--- config.mk ---
export PLATFORM = sky130hd
export DESIGN_NAME = registerFile
export DESIGN_NICKNAME = d
export VERILOG_FILES = /design/src/miniAluPkg.sv /design/src/registerFile.sv
export SDC_FILE = /design/constraint.sdc
export NUM_CORES = 1
export LEC_CHECK = 0
export ABC_AREA = 1
export BUFFER_PORTS_ARGS = -buffer_cell sky130_fd_sc_hd__buf_4
export CAP_MARGIN = 20
export CORE_MARGIN = 1.5
export CORE_UTILIZATION = 35
export DETAILED_ROUTE_END_ITERATION = 6
export GPL_TIMING_DRIVEN = 0
export PLACE_DENSITY_LB_ADDON = 0.2
export SYNTH_ARGS = -nofsm -noshare
export SYNTH_HDL_FRONTEND = slang
export SYNTH_SLANG_ARGS = --single-unit
--- constraint.sdc ---
create_clock -name Clock -period 3.1 [get_ports Clock]
set_input_delay 0.775 -clock Clock [delete_from_list [all_inputs] [get_ports Clock]]
set_output_delay 0.775 -clock Clock [all_outputs]
set_load 0.03 [all_outputs]
--- src/miniAluPkg.sv ---
`default_nettype none

package miniAluPkg;

	// ------------------------------------------------------------------------
	// Widths
	// ------------------------------------------------------------------------
	localparam int dataWidth    = 16; // Registers and ALU results
	localparam int instrWidth   = 28; // One instruction word
	localparam int ipWidth      = 8;  // Instruction pointer and ROM address
	localparam int regAddrWidth = 4;  // Register file index bits in use
	localparam int romDepth     = 2 ** ipWidth;

	// ------------------------------------------------------------------------
	// Opcodes
	// ------------------------------------------------------------------------
	typedef enum logic [3:0]
	{
		opNop = 4'd0,
		opLed = 4'd1, // Show low byte of source 1
		opBle = 4'd2, // Branch if source 1 <= source 0
		opSto = 4'd3, // Load a 16-bit immediate
		opAdd = 4'd4,
		opJmp = 4'd5,
		opSub = 4'd6  // Source 1 minus source 0
	} opcode_t;

	// ------------------------------------------------------------------------
	// Instruction formats
	// ------------------------------------------------------------------------
	typedef struct packed
	{
		opcode_t    op;
		logic [7:0] destination;
		logic [7:0] source1;
		logic [7:0] source0;
	} regForm_t;

	// The immediate overlays both source fields, source1 in the upper byte
	typedef struct packed
	{
		opcode_t               op;
		logic [7:0]            destination;
		logic [dataWidth-1:0]  immediate;
	} immForm_t;

	typedef union packed
	{
		regForm_t regView; // ALU, branch and LED operations
		immForm_t immView; // STO only
	} instruction_u;

	// ------------------------------------------------------------------------
	// Unit-to-unit buses
	// ------------------------------------------------------------------------
	typedef struct packed
	{
		logic                    enable;
		logic [regAddrWidth-1:0] address;
		logic [dataWidth-1:0]    data;
	} regWrite_t;

	typedef struct packed
	{
		logic               taken;
		logic [ipWidth-1:0] target;
	} branch_t;

endpackage

`default_nettype wire

--- src/registerFile.sv ---
`timescale 1ns/100ps
`default_nettype none

module registerFile
(
	input  logic                                Clock,
	input  logic                                reset,
	input  logic [miniAluPkg::regAddrWidth-1:0] readAddress0,
	input  logic [miniAluPkg::regAddrWidth-1:0] readAddress1,
	input  miniAluPkg::regWrite_t               write,
	output logic [miniAluPkg::dataWidth-1:0]    operand0,
	output logic [miniAluPkg::dataWidth-1:0]    operand1
);

	localparam int depth = 2 ** miniAluPkg::regAddrWidth;

	logic [miniAluPkg::dataWidth-1:0] registers [0:depth-1];

	// A read of the register being written sees the new value
	function automatic logic [miniAluPkg::dataWidth-1:0] readPort
	(
		input logic [miniAluPkg::regAddrWidth-1:0] address
	);
		if (write.enable && (write.address == address))
			return write.data;
		return registers[address];
	endfunction

	always_ff @(posedge Clock)
	begin
		if (reset)
		begin
			for (int i = 0; i < depth; i++)
			begin
				registers[i] <= '0;
			end
			operand0 <= '0;
			operand1 <= '0;
		end
		else
		begin
			if (write.enable)
				registers[write.address] <= write.data;
			operand0 <= readPort(readAddress0); // One cycle of read latency
			operand1 <= readPort(readAddress1);
		end
	end

endmodule

`default_nettype wire

== Yosys cells after proc, flatten, opt, wreduce, memory -nomap -nowiden ==
Memories as Yosys holds them, arrays and structs flattened. A register that Yosys moved wholly into a read port is not among the register bits.
Index checks and enable logic that the tools add are counted.

* Bits in latches: 0
* ROM bits: 0
* Memories: 1
* Word-level logic and storage cells: 10
* Input bits: 31
* RAM bits: 256
* Register bits: 0
* Output and inout bits: 32

{| class="wikitable"
|+ Memory list
! memory !! words !! width !! rd ports !! clocked after Yosys merged registers in !! write ports !! RTL line !! RTL
|-
| registers || 16 || 16 || 2 || 2 || 16 || registerFile.sv:17 || <nowiki>logic [miniAluPkg::dataWidth-1:0] registers [0:depth-1];</nowiki>
|}

* Shifts and indexed selects: 0
* Reductions and logical operators: 1
* Multiply operators: 0
* Mux-type cells: 8
* $add $sub $neg: 0
* Equality and inequality tests: 0
* Bitwise gates (word level): 0
* Divide/modulo/power cells: 0
* $lt $le $gt $ge: 0

{| class="wikitable"
|+ Operators with widths
! kind !! number
|-
| two-way mux 16 bit || 1
|-
| OR reduction 16 bit || 1
|-
| two-way mux 1 bit || 6
|-
| two-way mux 4 bit || 1
|}

== Logic depth before layout (Yosys ltp) ==
* Depth after elaboration: 5
* Depth in mapped cells: 11
* Depth with buffers taken out: 9

== Worst setup path before layout ==
No wires, ideal clock.

* Path kind: input port to flip-flop
* Start point: input port reset
* End point: memory registers[0][0] in the netlist's numbering, enable pin
* Arrival time: 2049 ps
* Data required time: 2728 ps
* Buffers on the path: 2
* Cell stages on the path: 7
* Path slack: 679 ps
* Path through: buf_2 nor2_4 inv_6 nor3_4 nand2_2 buf_2 nand2_1

{| class="wikitable"
|+ RTL lines
! element !! RTL line !! RTL
|-
| start: declaration || registerFile.sv:7 || <nowiki>input logic reset,</nowiki>
|-
| end: declaration || registerFile.sv:17 ||
|}

==> metrics.md <==
| Metric | Value |
|---|---|
| Post-synth cell types | 22 |
| Clk slew on worst S/H paths | 0.06 ns |
| Share of post-route cells with drive strength above 1 | 9.65% |
| Wire per inst | 25.7 um |
| Mapped Cells | 2161 |
| Syn nets | 2192 |
| CP delay by family, top | buffers and inverters |
| Switch Pwr | 3.03 mW |
| Final setup viols | 144 |
| Period minus WS final | 3.24 ns |
| Total Nets Final | 2289 |
| Flop pwr share | 44.7% |
| Setup slack after layout | -0.142 ns |
| Gate power share | 16.5% |
| Final Util | 40.7% |
| Bufs and invs on worst path | 4 |
| Synth area leader | edfxtp_1 |
| Pwr Total | 10.1 mW |
| Global-route wire length before repair | 104 mm |
| Most frequent cell after synthesis | nand2_1 |
| Die Area | 0.0479 mm^2 |
| Crit Path Category | in -> reg |
| Leak Pwr | 8.86 nW |
| GR Overflow Total | 0 |
| Initial antenna violation count | 1 |
| Headroom to the max-slew limit | 25.5% |
| Final Hold Vio Count | 0 |
| Slowest cell on crit path | nand2_1 |
| Port bufs | 56 |
| Synth top area cells | edfxtp_1 47%, nand3_1 15%, nand2_1 13% |
| Placed cell areas | 0.0176 mm^2 |
| EDFF count, synth | 256 |
| TritonCTS Buffers | 35 |
| Clock power share | 38.8% |
| Share of the synthesized area in the top cell type | 47.1% |
| Ys async rst share | 0% |
| Switching part of the total | 30.0% |
| Seq cells post-synth | 288 |
| Clk buf depth | 3 |
| Vias post-DR | 15529 |
| PwrDens | 544 mW/mm^2 |
| CTS tree | done |
| Internal | 7.08 mW |
| Pin count of the biggest net entering global routing | 17 |
| Final period utilization | 105% |
| Global routing usage on met2 | 49.2% |
| Root Buffer | clkbuf_16 |
| Worst Path Arrival | 3.32 ns |
| DIE WIDTH | 219 um |
| Fin. max-slew vios | 0 |
| CTS Sinks | 288 |
| Clock Latency Late Sink | 0.56 ns |
| Die height | 219 um |
| Row cnt | 78 |
| DRC viols | 0 |
| Via-per-instance ratio | 5.39 |
| Startpoint types | input port |
| Cell Chain, Critical Path | buf_2 -> inv_1 -> clkbuf_1 -> clkbuf_1 -> nand2_1 |
| Ys flop type | edfxtp_1 |
| Vias in the first global route | 14733 |
| Leading cell types by count after synthesis | 566 x nand2_1, 481 x nand3_1, 331 x inv_1 |
| Antenna-violating nets left | 0 |
| Area Growth Syn to Fin | 14.1% |
| Final HPWL DP | 53.9 mm |
| Synth Cell Area | 0.0163 mm^2 |
| Post-route cell area | 0.0186 mm^2 |
| Htree depth | 2 |
| Yosys warns | 0 |
| Failing checks | setup timing |
| DRT Pass-1 Iters | 6 |
| Status | complete, but fails checks |
| WP data required | 3.18 ns |
| CP max stage delay | 0.76 ns |
| Skew final | 0.0161 ns |
| Core area | 0.0457 mm^2 |
| Ant. Diodes | 0 |
| RePlAce Congestion | 0.986 |
| Peak Freq | 308 MHz |
| Global Route Usage Sum | 31.0% |
| Setup TNS | -10.95 ns |
| Pre-CTS WS | -0.659 ns |
| Max_cap viols | 0 |
| Initial core utilization | 35.7% |
| Syn_area_per_cell | 7.55 um^2 |
| Sequential area share after synthesis | 51.1% |
| Slew @ Worst Pin | 1.12 ns |
| Grt peak-use layer | met2 |
| DRT Wirelength | 73.9 mm |
| Ports | 63 |
| Met3 Use GR | 6.87% |
| Most used cell, CP | clkbuf_1 |
| GR Util met1 | 39.0% |
| HP Class | in -> reg |
| Max VDD drop | 0.000370 V |
| Worst-path fanout max | 16 |
| Violation count after the first detailed-routing iteration | 2055 |
| RSZ-0062 raised after global routing | yes |
| Crit end category | flip-flop |
-- state kept, by name (all words and copies together), names as in the netlist --
| name | count |
|---|---|
| registers | 256 |
| operand0 | 16 |
| operand1 | 16 |
-- power by group through the flow --
stage	Sequential [mW]	Combinational (mW)	Clock [mW]
finish	4.52	1.67	3.92
global route	4.54	1.77	4.06
CTS	4.52	1.63	3.93
detailed placement	4.60	1.62	0
global placement	4.60	1.60	0
floorplan	4.66	0.840	0
-- cell usage in the layout, fill, tap and decap left out, drive strengths merged --
cell,n
nand2,583
nand3,482
inv,336
nor2,297
edfxtp,256
buf,172
clkbuf,84
dfxtp,32
o21ai,20
clkinv,10
nor3,4
xor2,2
xnor2,1
clkinvlp,1
-- through the flow --
step,hold slack [ns],instances
finish,0.536,2880
global route,0.568,2880
CTS,0.518,2879
detailed placement,0.822,2820
global placement,0.810,2817
floorplan,0.712,2161
-- tightest hold or removal path: cells and delay by family --
family | cells | cell delay, ns
buffers and inverters | 3 | 0.18
AO/OA/AOI/OAI | 1 | 0.06
AND/OR/NAND/NOR | 1 | 0.05
-- kinds of logic (layout without fill, tap and decap cells) --
group	count (synthesis)	after routing	synth area share [%]
xor+xnor	3	3	0.161
simple gates	1366	1366	35.8
compound gates	20	20	0.614
flops	288	288	51.1
buf+inv	484	603	12.4
-- per-layer routing --
metal / part of all wire [%] / vias up
li1: - / 7013
met1: 39 / 7424
met2: 45 / 882
met3: 9.6 / 210
met4: 6.5 / 0
met5: 0 / -
-- final timing paths --
check	from	endpoint	slack, ns	cells past startpoint
min reg2reg	registers[1][3]	operand0[3]	0.83	8
min	write[1]	operand0[1]	0.54	5
max reg2reg	registers[15][8]	operand1[8]	1.49	8
max	reset	registers[6][6]	-0.14	5
-- layout make-up --
type	count	area (um^2)
Clock buffer	48	987
Inverter	336	1270
Clock inverter	11	50.0
Multi-Input combinational cell	1389	5960
Sequential cell	288	8330
Tap cell	600	751
Timing Repair Buffer	60	502
Buffer	148	754
Fill cell	4746	27100
-- what timing repair did --
| item | CTS | global route |
|---|---|---|
| buffers inserted | 0 | 0 |
| resized for setup | 0 | 1 |
| endpoints found under the setup margin | 80 | 160 |
| hold buffers | 0 | 0 |
(Power assumes the default switching activity.)
