File: config.mk
export PLATFORM = sky130hd
export DESIGN_NAME = executeUnit
export DESIGN_NICKNAME = d
export VERILOG_FILES = /design/src/miniAluPkg.sv /design/src/executeUnit.sv
export SDC_FILE = /design/constraint.sdc
export NUM_CORES = 1
export LEC_CHECK = 0
export BUFFER_PORTS_ARGS = -buffer_cell sky130_fd_sc_hd__buf_2
export CAP_MARGIN = 5
export CORE_ASPECT_RATIO = 1.4
export CORE_MARGIN = 4
export CORE_UTILIZATION = 35
export CTS_BUF_LIST = sky130_fd_sc_hd__clkbuf_16
export DETAILED_ROUTE_END_ITERATION = 10
export GPL_ROUTABILITY_DRIVEN = 0
export SYNTH_ARGS = -nofsm -noshare
export SYNTH_HDL_FRONTEND = slang
export SYNTH_SLANG_ARGS = --single-unit
File: constraint.sdc
create_clock -name Clock -period 2.3 [get_ports Clock]
set_input_delay 0.23 -clock Clock [delete_from_list [all_inputs] [get_ports Clock]]
set_output_delay 0.23 -clock Clock [all_outputs]
set_load 0.05 [all_outputs]
File: src/miniAluPkg.sv
`default_nettype none

package miniAluPkg;

	// ------------------------------------------------------------------------
	// Widths
	// ------------------------------------------------------------------------
	localparam int dataWidth    = 16; // Registers and ALU results
	localparam int instrWidth   = 28; // One instruction word
	localparam int ipWidth      = 8;  // Instruction pointer and ROM address
	localparam int regAddrWidth = 4;  // Register file index bits in use
	localparam int romDepth     = 2 ** ipWidth;

	// ------------------------------------------------------------------------
	// Opcodes
	// ------------------------------------------------------------------------
	typedef enum logic [3:0]
	{
		opNop = 4'd0,
		opLed = 4'd1, // Show low byte of source 1
		opBle = 4'd2, // Branch if source 1 <= source 0
		opSto = 4'd3, // Load a 16-bit immediate
		opAdd = 4'd4,
		opJmp = 4'd5,
		opSub = 4'd6  // Source 1 minus source 0
	} opcode_t;

	// ------------------------------------------------------------------------
	// Instruction formats
	// ------------------------------------------------------------------------
	typedef struct packed
	{
		opcode_t    op;
		logic [7:0] destination;
		logic [7:0] source1;
		logic [7:0] source0;
	} regForm_t;

	// The immediate overlays both source fields, source1 in the upper byte
	typedef struct packed
	{
		opcode_t               op;
		logic [7:0]            destination;
		logic [dataWidth-1:0]  immediate;
	} immForm_t;

	typedef union packed
	{
		regForm_t regView; // ALU, branch and LED operations
		immForm_t immView; // STO only
	} instruction_u;

	// ------------------------------------------------------------------------
	// Unit-to-unit buses
	// ------------------------------------------------------------------------
	typedef struct packed
	{
		logic                    enable;
		logic [regAddrWidth-1:0] address;
		logic [dataWidth-1:0]    data;
	} regWrite_t;

	typedef struct packed
	{
		logic               taken;
		logic [ipWidth-1:0] target;
	} branch_t;

endpackage

`default_nettype wire

File: src/executeUnit.sv
`timescale 1ns/100ps
`default_nettype none

module executeUnit
(
	input  logic                             Clock,
	input  logic                             reset,
	input  miniAluPkg::instruction_u         instruction,
	input  logic [miniAluPkg::dataWidth-1:0] operand0,
	input  logic [miniAluPkg::dataWidth-1:0] operand1,
	output miniAluPkg::regWrite_t            write,
	output miniAluPkg::branch_t              branch,
	output logic [7:0]                       led,
	output logic                             ledWrite
);

	logic ledLoad;

	// ------------------------------------------------------------------------
	// Decode and ALU
	// ------------------------------------------------------------------------
	always_comb
	begin
		ledLoad       = 1'b0;
		write.enable  = 1'b0;
		write.address = instruction.regView.destination[miniAluPkg::regAddrWidth-1:0];
		write.data    = '0;
		branch.taken  = 1'b0;
		branch.target = instruction.regView.destination; // Branch target is the destination

		case (instruction.regView.op)
		miniAluPkg::opNop:
		begin
			ledLoad = 1'b0;
		end

		miniAluPkg::opLed:
		begin
			ledLoad = 1'b1;
		end

		miniAluPkg::opBle:
		begin
			branch.taken = (operand1 <= operand0); // Unsigned compare
		end

		miniAluPkg::opSto:
		begin
			write.enable = 1'b1;
			write.data   = instruction.immView.immediate; // Sources read as one field
		end

		miniAluPkg::opAdd:
		begin
			write.enable = 1'b1;
			write.data   = operand1 + operand0;
		end

		miniAluPkg::opJmp:
		begin
			branch.taken = 1'b1;
		end

		miniAluPkg::opSub:
		begin
			write.enable = 1'b1;
			write.data   = operand1 - operand0; // Wraps modulo 2^16
		end

		default:
		begin
			ledLoad = 1'b1; // Unknown opcodes act as LED
		end
		endcase
	end

	// ------------------------------------------------------------------------
	// LED port
	// ------------------------------------------------------------------------
	always_ff @(posedge Clock)
	begin
		if (reset)
		begin
			led      <= '0;
			ledWrite <= 1'b0;
		end
		else
		begin
			ledWrite <= ledLoad; // Strobe follows the load by one cycle
			if (ledLoad)
				led <= operand1[7:0];
		end
	end

endmodule

`default_nettype wire

* Word-level counts from Yosys, hierarchy flattened
Cells that the tools add are included.
** Cells by class
- Equal/unequal tests :: 5
- Order comparisons :: 1
- Muxes and demuxes :: 4
- Reductions and logical operators :: 3
- $add $sub $neg :: 2
** Operators with widths (number)
- $pmux W16 S3 :: 1
- $add A16 B16 Y16 :: 1
- $le A16 B16 Y1 :: 1
- $sub A16 B16 Y16 :: 1
- $eq A4 B3 Y1 const B :: 3
- $eq A4 B2 Y1 const B :: 2
- $reduce_or A6 Y1 :: 1
- $logic_not A4 Y1 :: 1
- $reduce_or A3 Y1 :: 1
- $mux W1 :: 2
- $pmux W1 S2 :: 1
** Word-level totals
- Bits of input ports :: 62
- Output and inout port bits :: 39
- Flip-flop bits (word level) :: 9

* Longest topological paths before layout
Gate-level depths: netlist of run 1.
- Depth after elaboration :: 3
- Gate-level depth with buffers :: 12

* Least setup slack after synthesis of run 1
OpenSTA, ideal clock, no wires.
- Path kind :: input to output
- Start point :: in operand0[0] (netlist name)
- End point :: out write[12] (netlist name)
- Stages on the path :: 11
- Buffers on the path :: 0
- Data arrival time :: 2.858 ns
- Setup slack :: -0.788 ns
- Cell sequence :: ha_1 > inv_1 > fa_1 > o21bai_1 > a221o_1 > a21oi_1 > a311oi_1 > nor2_1 > a21oi_1 > a211oi_1 > o21ai_0
** RTL lines
- start, declared :: line executeUnit.sv:9 : input logic [miniAluPkg::dataWidth-1:0] operand0,
- end, declared :: line executeUnit.sv:11 : output miniAluPkg::regWrite_t write,

==> parameters.txt, run 1 <==
Parameter                              Value

Timing
  Post-Route Skew ... 0 ns
  Max Slew Vio Count ... 0
  Accumulated negative setup slack ... -2.59 ns
  Setup slack of the critical path after layout ... -0.398 ns
  Slew at the pin closest to its max-slew limit ... 0.399 ns
  Number of setup violations in the final report ... 13
  Ratio of final minimum period to clock period ... 117%
  Hold Vio Cnt, Final ... 0
  Headroom to the max-slew limit ... roughly three quarters
  Minimum clock period after layout ... 2.70 ns
  Final hold slack ... ~0.27 ns
  RSZ-0062 raised after global routing ... true
  Highest clock frequency the design can meet ... 371 MHz

Routing
  Total Routed Length ... 8200 um
  Vias after detailed routing ... 2,919
  Detail-routed net length per standard cell ... about 15 um
  DRT iter0 DRCs ... 190
  Post-DRT Antenna Nets ... 0
  First-pass detailed-route iteration total ... 5
  Number of vias per cell after detailed routing ... about 5.3
  Remaining design rule violation count ... 0

Clocking
  Inserted Clock Buffers ... 3
  TritonCTS Sinks ... 9
  Depth of the CTS H-tree ... 1
  Worst skew pair latency ... between 0.2 and 0.25 ns
  CTS tree ... yes
  Clock tree root driver cell ... sky130_fd_sc_hd__clkbuf_16
  CTS clock-pin slew for the worst setup and hold paths ... 0.04 ns
  Number of buffers on the longest clock path ... 2

GRT
  Global-route usage over all layers ... around a fifth
  Overall overflow remaining after global route ... 0
  First-pass GRT wire length ... approximately 13,000 um
  Number of global-route vias before repair ... approximately 3.1k
  Initial antenna violation count ... 0
  Largest net degree at the start of global routing ... 17

Yosys
  Yosys top cell area share ... 17.6%
  Synthesized cell area ... about 0.0023 mm^2
  Number of warnings reported in the yosys synthesis log ... 0
  Main synth FF type ... sky130_fd_sc_hd__dfxtp_1
  Share of synthesized area occupied by flip-flops and latches ... 7.93%
  Cell taking the most area after synthesis ... sky130_fd_sc_hd__ha_1
  Post-synthesis instance total ... 326
  Fraction of synthesis flops using an asynchronous set or reset pin ... 0%
  Ranking of synthesized cells by area ... sky130_fd_sc_hd__ha_1 (18%), sky130_fd_sc_hd__dfxtp_1 (7.9%), sky130_fd_sc_hd__a21oi_1 (7.5%)
  Synthesis-stage register bit count ... 9
  Number of enable flip-flop cells after synthesis ... 0
  Synthesized netlist net count ... 422
  Distinct cell type count of the synthesized netlist ... 51
  Average cell area after synthesis ... 6.97 um^2

Finish
  Commonest non-fill, non-tap cell in the layout ... sky130_fd_sc_hd__buf_4
  # diodes ... 0
  Net count of the finished layout ... 572
  Layout overhead on the synthesized area ... 73.0%
  Leading cell types in the layout, fill and taps excluded ... sky130_fd_sc_hd__buf_4 (84), sky130_fd_sc_hd__buf_2 (63), sky130_fd_sc_hd__nor2_1 (32)
  Layout cells sized above 1 ... 51.2%

Place
  Estimated wirelength of the detail-placed design ... 6460 um
  Worst slack after detailed placement ... -0.564 ns
  Count of input and output buffers ... 80

Pwr
  Power share of the sequential group ... 11.3%
  Leakage ... 1.93 nW
  Proportion of power drawn by combinational gates ... between 60% and 70%
  Clock network power share ... between 10% and 20%
  Switching Share ... 41.4%
  Internal power component ... slightly below 0.0009 W
  Max VDD drop ... 0.000565 V
  Ratio of total power to cell area ... 387 mW/mm^2
  Net switching power ... around 0.00063 W

Floorplan
  # IOs ... 101
  Die extent in x ... 76.1 um
  Die area ... 0.00786 mm^2
  Floorplan Core Area ... roughly 0.0063 mm^2
  Initial core utilization ... roughly 36%
  Die boundary height ... 103 um
  # rows ... 34

Status
  Status ... finished, violations left
  Violations in the final reports ... negative setup slack

Setup path
  Peak fanout along the critical path ... 3
  Data arrival time of the critical path ... 2.47 ns
  Nature of the critical path endpoint ... output pin
  Critical setup path kind ... in2out
  Kind of start point of the critical path ... primary input
  Required @ worst endpoint ... approximately 2.1 ns

Flow run
  Max-cap violation count ... 0

Hold path
  Path type of the worst min-delay path ... in2reg
critical path: stages:
cell and delay, ns:
sky130_fd_sc_hd__buf_8 0.10, sky130_fd_sc_hd__buf_6 0.11, sky130_fd_sc_hd__inv_4 0.05, sky130_fd_sc_hd__ha_4 0.12, sky130_fd_sc_hd__inv_4 0.03, sky130_fd_sc_hd__fa_2 0.37, sky130_fd_sc_hd__a21oi_4 0.17, sky130_fd_sc_hd__o21ai_2 0.07
sky130_fd_sc_hd__a21oi_2 0.24, sky130_fd_sc_hd__o311a_1 0.24, sky130_fd_sc_hd__o21bai_1 0.07, sky130_fd_sc_hd__mux2i_1 0.17, sky130_fd_sc_hd__xnor2_1 0.10, sky130_fd_sc_hd__a22o_2 0.22, sky130_fd_sc_hd__buf_8 0.15
power groups by stage:
stage               Clock [W]  Combinational [W]  Sequential, W
CTS                  0.000310           0.000981       0.000172
global placement            0           0.000865       0.000174
detailed placement          0           0.000874       0.000175
global route         0.000320            0.00113       0.000174
floorplan                   0           0.000552       0.000213
finish               0.000301            0.00105       0.000172
what timing repair did:
item,4_1_cts,5_1_grt
setup buffers,11,8
setup endpoints to repair,12,14
resized for setup,63,33
hold buffers,0,0
pin swaps,42,34
cell families after synthesis:
logic type / Yosys count / share of synthesized area (%)
AO/OA/AOI/OAI: 107 / 31.2
AND/OR/NAND/NOR: 93 / 20.0
flip-flops: 9 / 7.93
XOR/XNOR: 12 / 4.63
buffers and inverters: 61 / 12.4
multiplexers: 10 / 4.46
adder cells (fa/ha/maj): 34 / 19.4
registers in the layout, summed over array words and instances (netlist names):
| name | flops |
|---|---|
| ledWrite | 1 |
| led | 8 |
worst paths after layout:
| check | to | slack [ns] | depth (start not counted) | from |
|---|---|---|---|---|
| setup / recovery | write[14] | -0.40 | 15 | operand1[0] |
| hold / removal | led[5] | 0.27 | 3 | operand1[5] |
| setup reg to reg | led[2] | 1.69 | 2 | led[2] |
| hold reg to reg | led[0] | 0.47 | 2 | led[0] |
layer usage:
metal	vias to the layer above	global-route usage, %	share of wire [%]
met5	-	0	0
met4	0	11.3	2.7
met3	19	2.43	4.6
met2	89	39.1	55
met1	1373	20.2	38
li1	1438	-	-
cell usage after synthesis, types with 5 or more instances:
master                      n
sky130_fd_sc_hd__nor2_1    36
sky130_fd_sc_hd__buf_2      6
sky130_fd_sc_hd__o21ai_0   15
sky130_fd_sc_hd__mux2i_1    9
sky130_fd_sc_hd__inv_1     31
sky130_fd_sc_hd__o21bai_1   5
sky130_fd_sc_hd__a22o_1    11
sky130_fd_sc_hd__a211oi_1   5
sky130_fd_sc_hd__buf_4     12
sky130_fd_sc_hd__clkbuf_1   7
sky130_fd_sc_hd__ha_1      32
sky130_fd_sc_hd__nor3_1     7
sky130_fd_sc_hd__nand2_1   16
sky130_fd_sc_hd__nand2b_1  12
sky130_fd_sc_hd__dfxtp_1    9
sky130_fd_sc_hd__nand3_1    6
sky130_fd_sc_hd__xnor2_1   11
sky130_fd_sc_hd__a21oi_1   34
sky130_fd_sc_hd__a21o_1     8
metrics by stage:
stage          util, %  total power (W)  cells  instance area, um^2
3_3_place_gp      53.8          0.00104    530                 3370
3_5_place_dp      53.8          0.00105    530                 3370
4_1_cts           60.2          0.00146    545                 3760
2_1_floorplan        -         0.000765    326                 2420
6_report          62.9          0.00152    547                 3930
5_1_grt           62.9          0.00162    547                 3930
area by class of cell:
class                   count  area [um^2]
well taps                  72         90.1
clock inverters             1         3.75
flip-flops and latches      9          180
repair buffers            173         1290
inverters                  33          133
fillers                   553         2320
multi-input cells         256         2160
clock buffers               3         75.1
Note: power is estimated with default switching activity, not from simulation.
==> inputs of run 2 (changes only) <==
==> constraint.sdc (replaced) <==
create_clock -name Clock -period 3.3 [get_ports Clock]
set_input_delay 0.33 -clock Clock [delete_from_list [all_inputs] [get_ports Clock]]
set_output_delay 0.33 -clock Clock [all_outputs]
set_load 0.05 [all_outputs]
==> run 2 against run 1 <==
Effect of this change:
- the run now ends clean
- register-to-register slack gained 1.0 ns
- via count shrank 15%
- combinational power shrank 55%
- sequential share of layout area grew 2.0 points
- core utilization shrank 19 points
- wire length shrank 18%
- die area is the same
- cell area shrank 30%
- critical path depth shrank 2
- largest cell class unchanged
- global-route usage shrank 3.3 points
==> parameters.txt, run 2 (synthesized netlist as in run 1, its figures left out) <==
Parameter                              Value

Pwr
  Switching Share ... 44.0% (+2.6 points)
  Proportion of power drawn by combinational gates ... 59.2% (-9.7 points)
  Net switching power ... 0.000354 W (-44%)
  Leakage ... 1.41 nW (-27%)
  Internal power component ... 0.000450 W (-50%)
  Power share of the sequential group ... 15.0% (+3.7 points)
  Ratio of total power to cell area ... 294 mW/mm^2 (-24%)
  Max VDD drop ... 0.000362 V (-36%)
  Clock network power share ... 25.8% (+6.0 points)

Finish
  Multi-input gate area ... 0.00181 mm^2 (-16%)
  Layout overhead on the synthesized area ... 20.3%
  Fill cells ... 700 (+27%)
  FF/Latch Area ... 180 um^2 (unchanged)
  Final Instance Count excl. Fillers ... 460 (-16%)
  Largest registers ... led (8), ledWrite (1)
  Leading cell types in the layout, fill and taps excluded ... sky130_fd_sc_hd__buf_2 (80), sky130_fd_sc_hd__nor2_1 (36), sky130_fd_sc_hd__a21oi_1 (33)
  Layout cells sized above 1 ... 25.5% (-26 points)
  Largest reg by FF count ... led
  # diodes ... 0 (unchanged)
  Commonest non-fill, non-tap cell in the layout ... sky130_fd_sc_hd__buf_2
  Max FFs per register ... 8 (unchanged)
  Net count of the finished layout ... 485 (-15%)
  Final core utilization ... 43.7% (-19 points)

GRT
  Global-route usage over all layers ... 16.5% (-3.3 points)
  Number of global-route vias before repair ... 2,460 (-21%)
  First-pass GRT wire length ... 11,000 um (-17%)
  Largest net degree at the start of global routing ... 29 (+12)
  Overall overflow remaining after global route ... 0 (unchanged)
  Initial antenna violation count ... 0 (unchanged)

Flow run
  Max-cap violation count ... 0 (unchanged)

Clocking
  Post-cts gate resize count ... 0 (-100%)
  TritonCTS Sinks ... 9 (unchanged)
  Clock tree root driver cell ... sky130_fd_sc_hd__clkbuf_16
  Number of buffers on the longest clock path ... 2 (unchanged)
  Depth of the CTS H-tree ... 1 (unchanged)
  CTS clock-pin slew for the worst setup and hold paths ... 0.04 ns (about the same)
  Worst skew pair latency ... 0.23 ns (about the same)
  CTS tree ... yes
  Number of buffers added for setup after CTS ... 0 (-11)
  Inserted Clock Buffers ... 3 (unchanged)
  Number of buffers added to fix hold violations after cts ... 0 (unchanged)

Timing
  Number of setup violations in the final report ... 0 (-13)
  Highest clock frequency the design can meet ... 327 MHz
  Slew at the pin closest to its max-slew limit ... 0.503 ns (+0.104 ns)
  Ratio of final minimum period to clock period ... ~90%
  Post-Route Skew ... 0 ns (unchanged)
  RSZ-0062 raised after global routing ... false
  Max Slew Vio Count ... 0 (unchanged)
  Minimum clock period after layout ... 3.06 ns
  Hold Vio Cnt, Final ... 0 (unchanged)
  Setup slack of the critical path after layout ... 0.244 ns (+0.643 ns)
  Accumulated negative setup slack ... 0 ns (+2.59 ns)
  Headroom to the max-slew limit ... 66.5% (-6.7 points)

Status
  Status ... finished clean

Setup path
  Peak fanout along the critical path ... 3 (unchanged)
  CP Capture Point ... write[10]
  Maximum cell stage delay along the critical path ... 0.37 ns (about the same)
  Crit path from ... operand0[0]
  Required @ worst endpoint ... 2.97 ns (+0.90 ns)
  Endpoint of the worst register-to-register path ... led[5]
  Kind of start point of the critical path ... primary input
  Crit-path cells ... buf_2, ha_1, inv_1, fa_1, o21bai_1, a221o_1, a21oi_1, a311oi_1, nor2_1, o22ai_1, xnor2_1, a22o_1, buf_2
  R2R Path Start ... led[5]
  Nature of the critical path endpoint ... output pin
  R2R Setup Slk ... 2.69 ns (+1.00 ns)
  Critical Path Slowest Stage Cell ... sky130_fd_sc_hd__fa_1
  Most used cell, CP ... sky130_fd_sc_hd__buf_2
  Length in cells of the worst reg-to-reg path ... 2 (unchanged)
  Critical setup path kind ... in2out
  Data arrival time of the critical path ... 2.73 ns (+0.26 ns)

Routing
  Remaining design rule violation count ... 0 (unchanged)
  Total Routed Length ... 6750 um (-18%)
  Number of vias per cell after detailed routing ... 5.38 (+0.83%)
  First-pass detailed-route iteration total ... 4 (-1)
  Post-DRT Antenna Nets ... 0 (unchanged)
  Detail-routed net length per standard cell ... 14.7 um (-2.1%)
  DRT iter0 DRCs ... 124 (-35%)
  Vias after detailed routing ... 2,475 (-15%)

Place
  Worst slack after detailed placement ... 0.136 ns (+0.700 ns)
  Placed insts ... 456 (-14%)
  Estimated wirelength of the detail-placed design ... 5630 um (-13%)
  Count of input and output buffers ... 80 (unchanged)

Floorplan
  # rows ... 34 (unchanged)
  Die extent in x ... 76.1 um (unchanged)
  Floorplan Core Area ... 0.00625 mm^2 (unchanged)
  Die area ... 0.00786 mm^2 (unchanged)
  Initial core utilization ... 36.3% (unchanged)
  # IOs ... 101 (unchanged)
  Die boundary height ... 103 um (unchanged)

Hold path
  Hold Path Stages ... 3 (unchanged)
  Path type of the worst min-delay path ... in2reg
[run 2: worst max-delay path: cells and delay by family]
kind                       cells  cell delay (ns)
AOI/OAI and AO/OA              6             1.18
xor gates and xnor gates       1             0.14
adders and majority gates      2             0.53
buffers and inverters          3             0.41
and+or+nand+nor                1             0.13
[run 2: per-stage QoR]
step	total power [W]	hold WS, ns	area [um^2]
CTS	0.000806	0.375	2730
global placement	0.000592	0.469	2650
finish	0.000803	0.370	2730
floorplan	0.000508	0.474	2270
detailed placement	0.000596	0.480	2650
global route	0.000863	0.405	2730
[run 2: worst min-delay path by stage]
stage | start | endpoint | slack, ns
finish | operand1[2] | led[2] | 0.37
global route | reset | led[1] | 0.41
CTS | operand1[3] | led[3] | 0.37
detailed placement | led[2] | led[2] | 0.48
global placement | led[1] | led[1] | 0.47
floorplan | operand1[2] | led[2] | 0.47
[run 2: power by group through the flow]
stage / Sequential [W] / Combinational [W] / Clock, W
after CTS: 0.000120 / 0.000476 / 0.000210
after floorplan: 0.000149 / 0.000359 / 0
after global placement: 0.000122 / 0.000470 / 0
final: 0.000120 / 0.000476 / 0.000207
after global routing: 0.000121 / 0.000523 / 0.000218
after detailed placement: 0.000122 / 0.000474 / 0
[run 2: cell type report]
class / count / share of cell area [%]
clock buffer: 3 / 2.75
clock inverter: 1 / 0.137
tap: 72 / 3.30
inverter: 33 / 4.53
timing repair buffer: 86 / 16.3
sequential: 9 / 6.59
multi-input combinational: 256 / 66.4
[run 2: metal layers]
metal	vias up	GRT usage (%)	part of all wire [%]
met5	-	0	0
met4	0	7.54	3.3
met3	22	2.08	6.0
met2	81	30.7	51
met1	1108	18.9	40
li1	1264	-	-
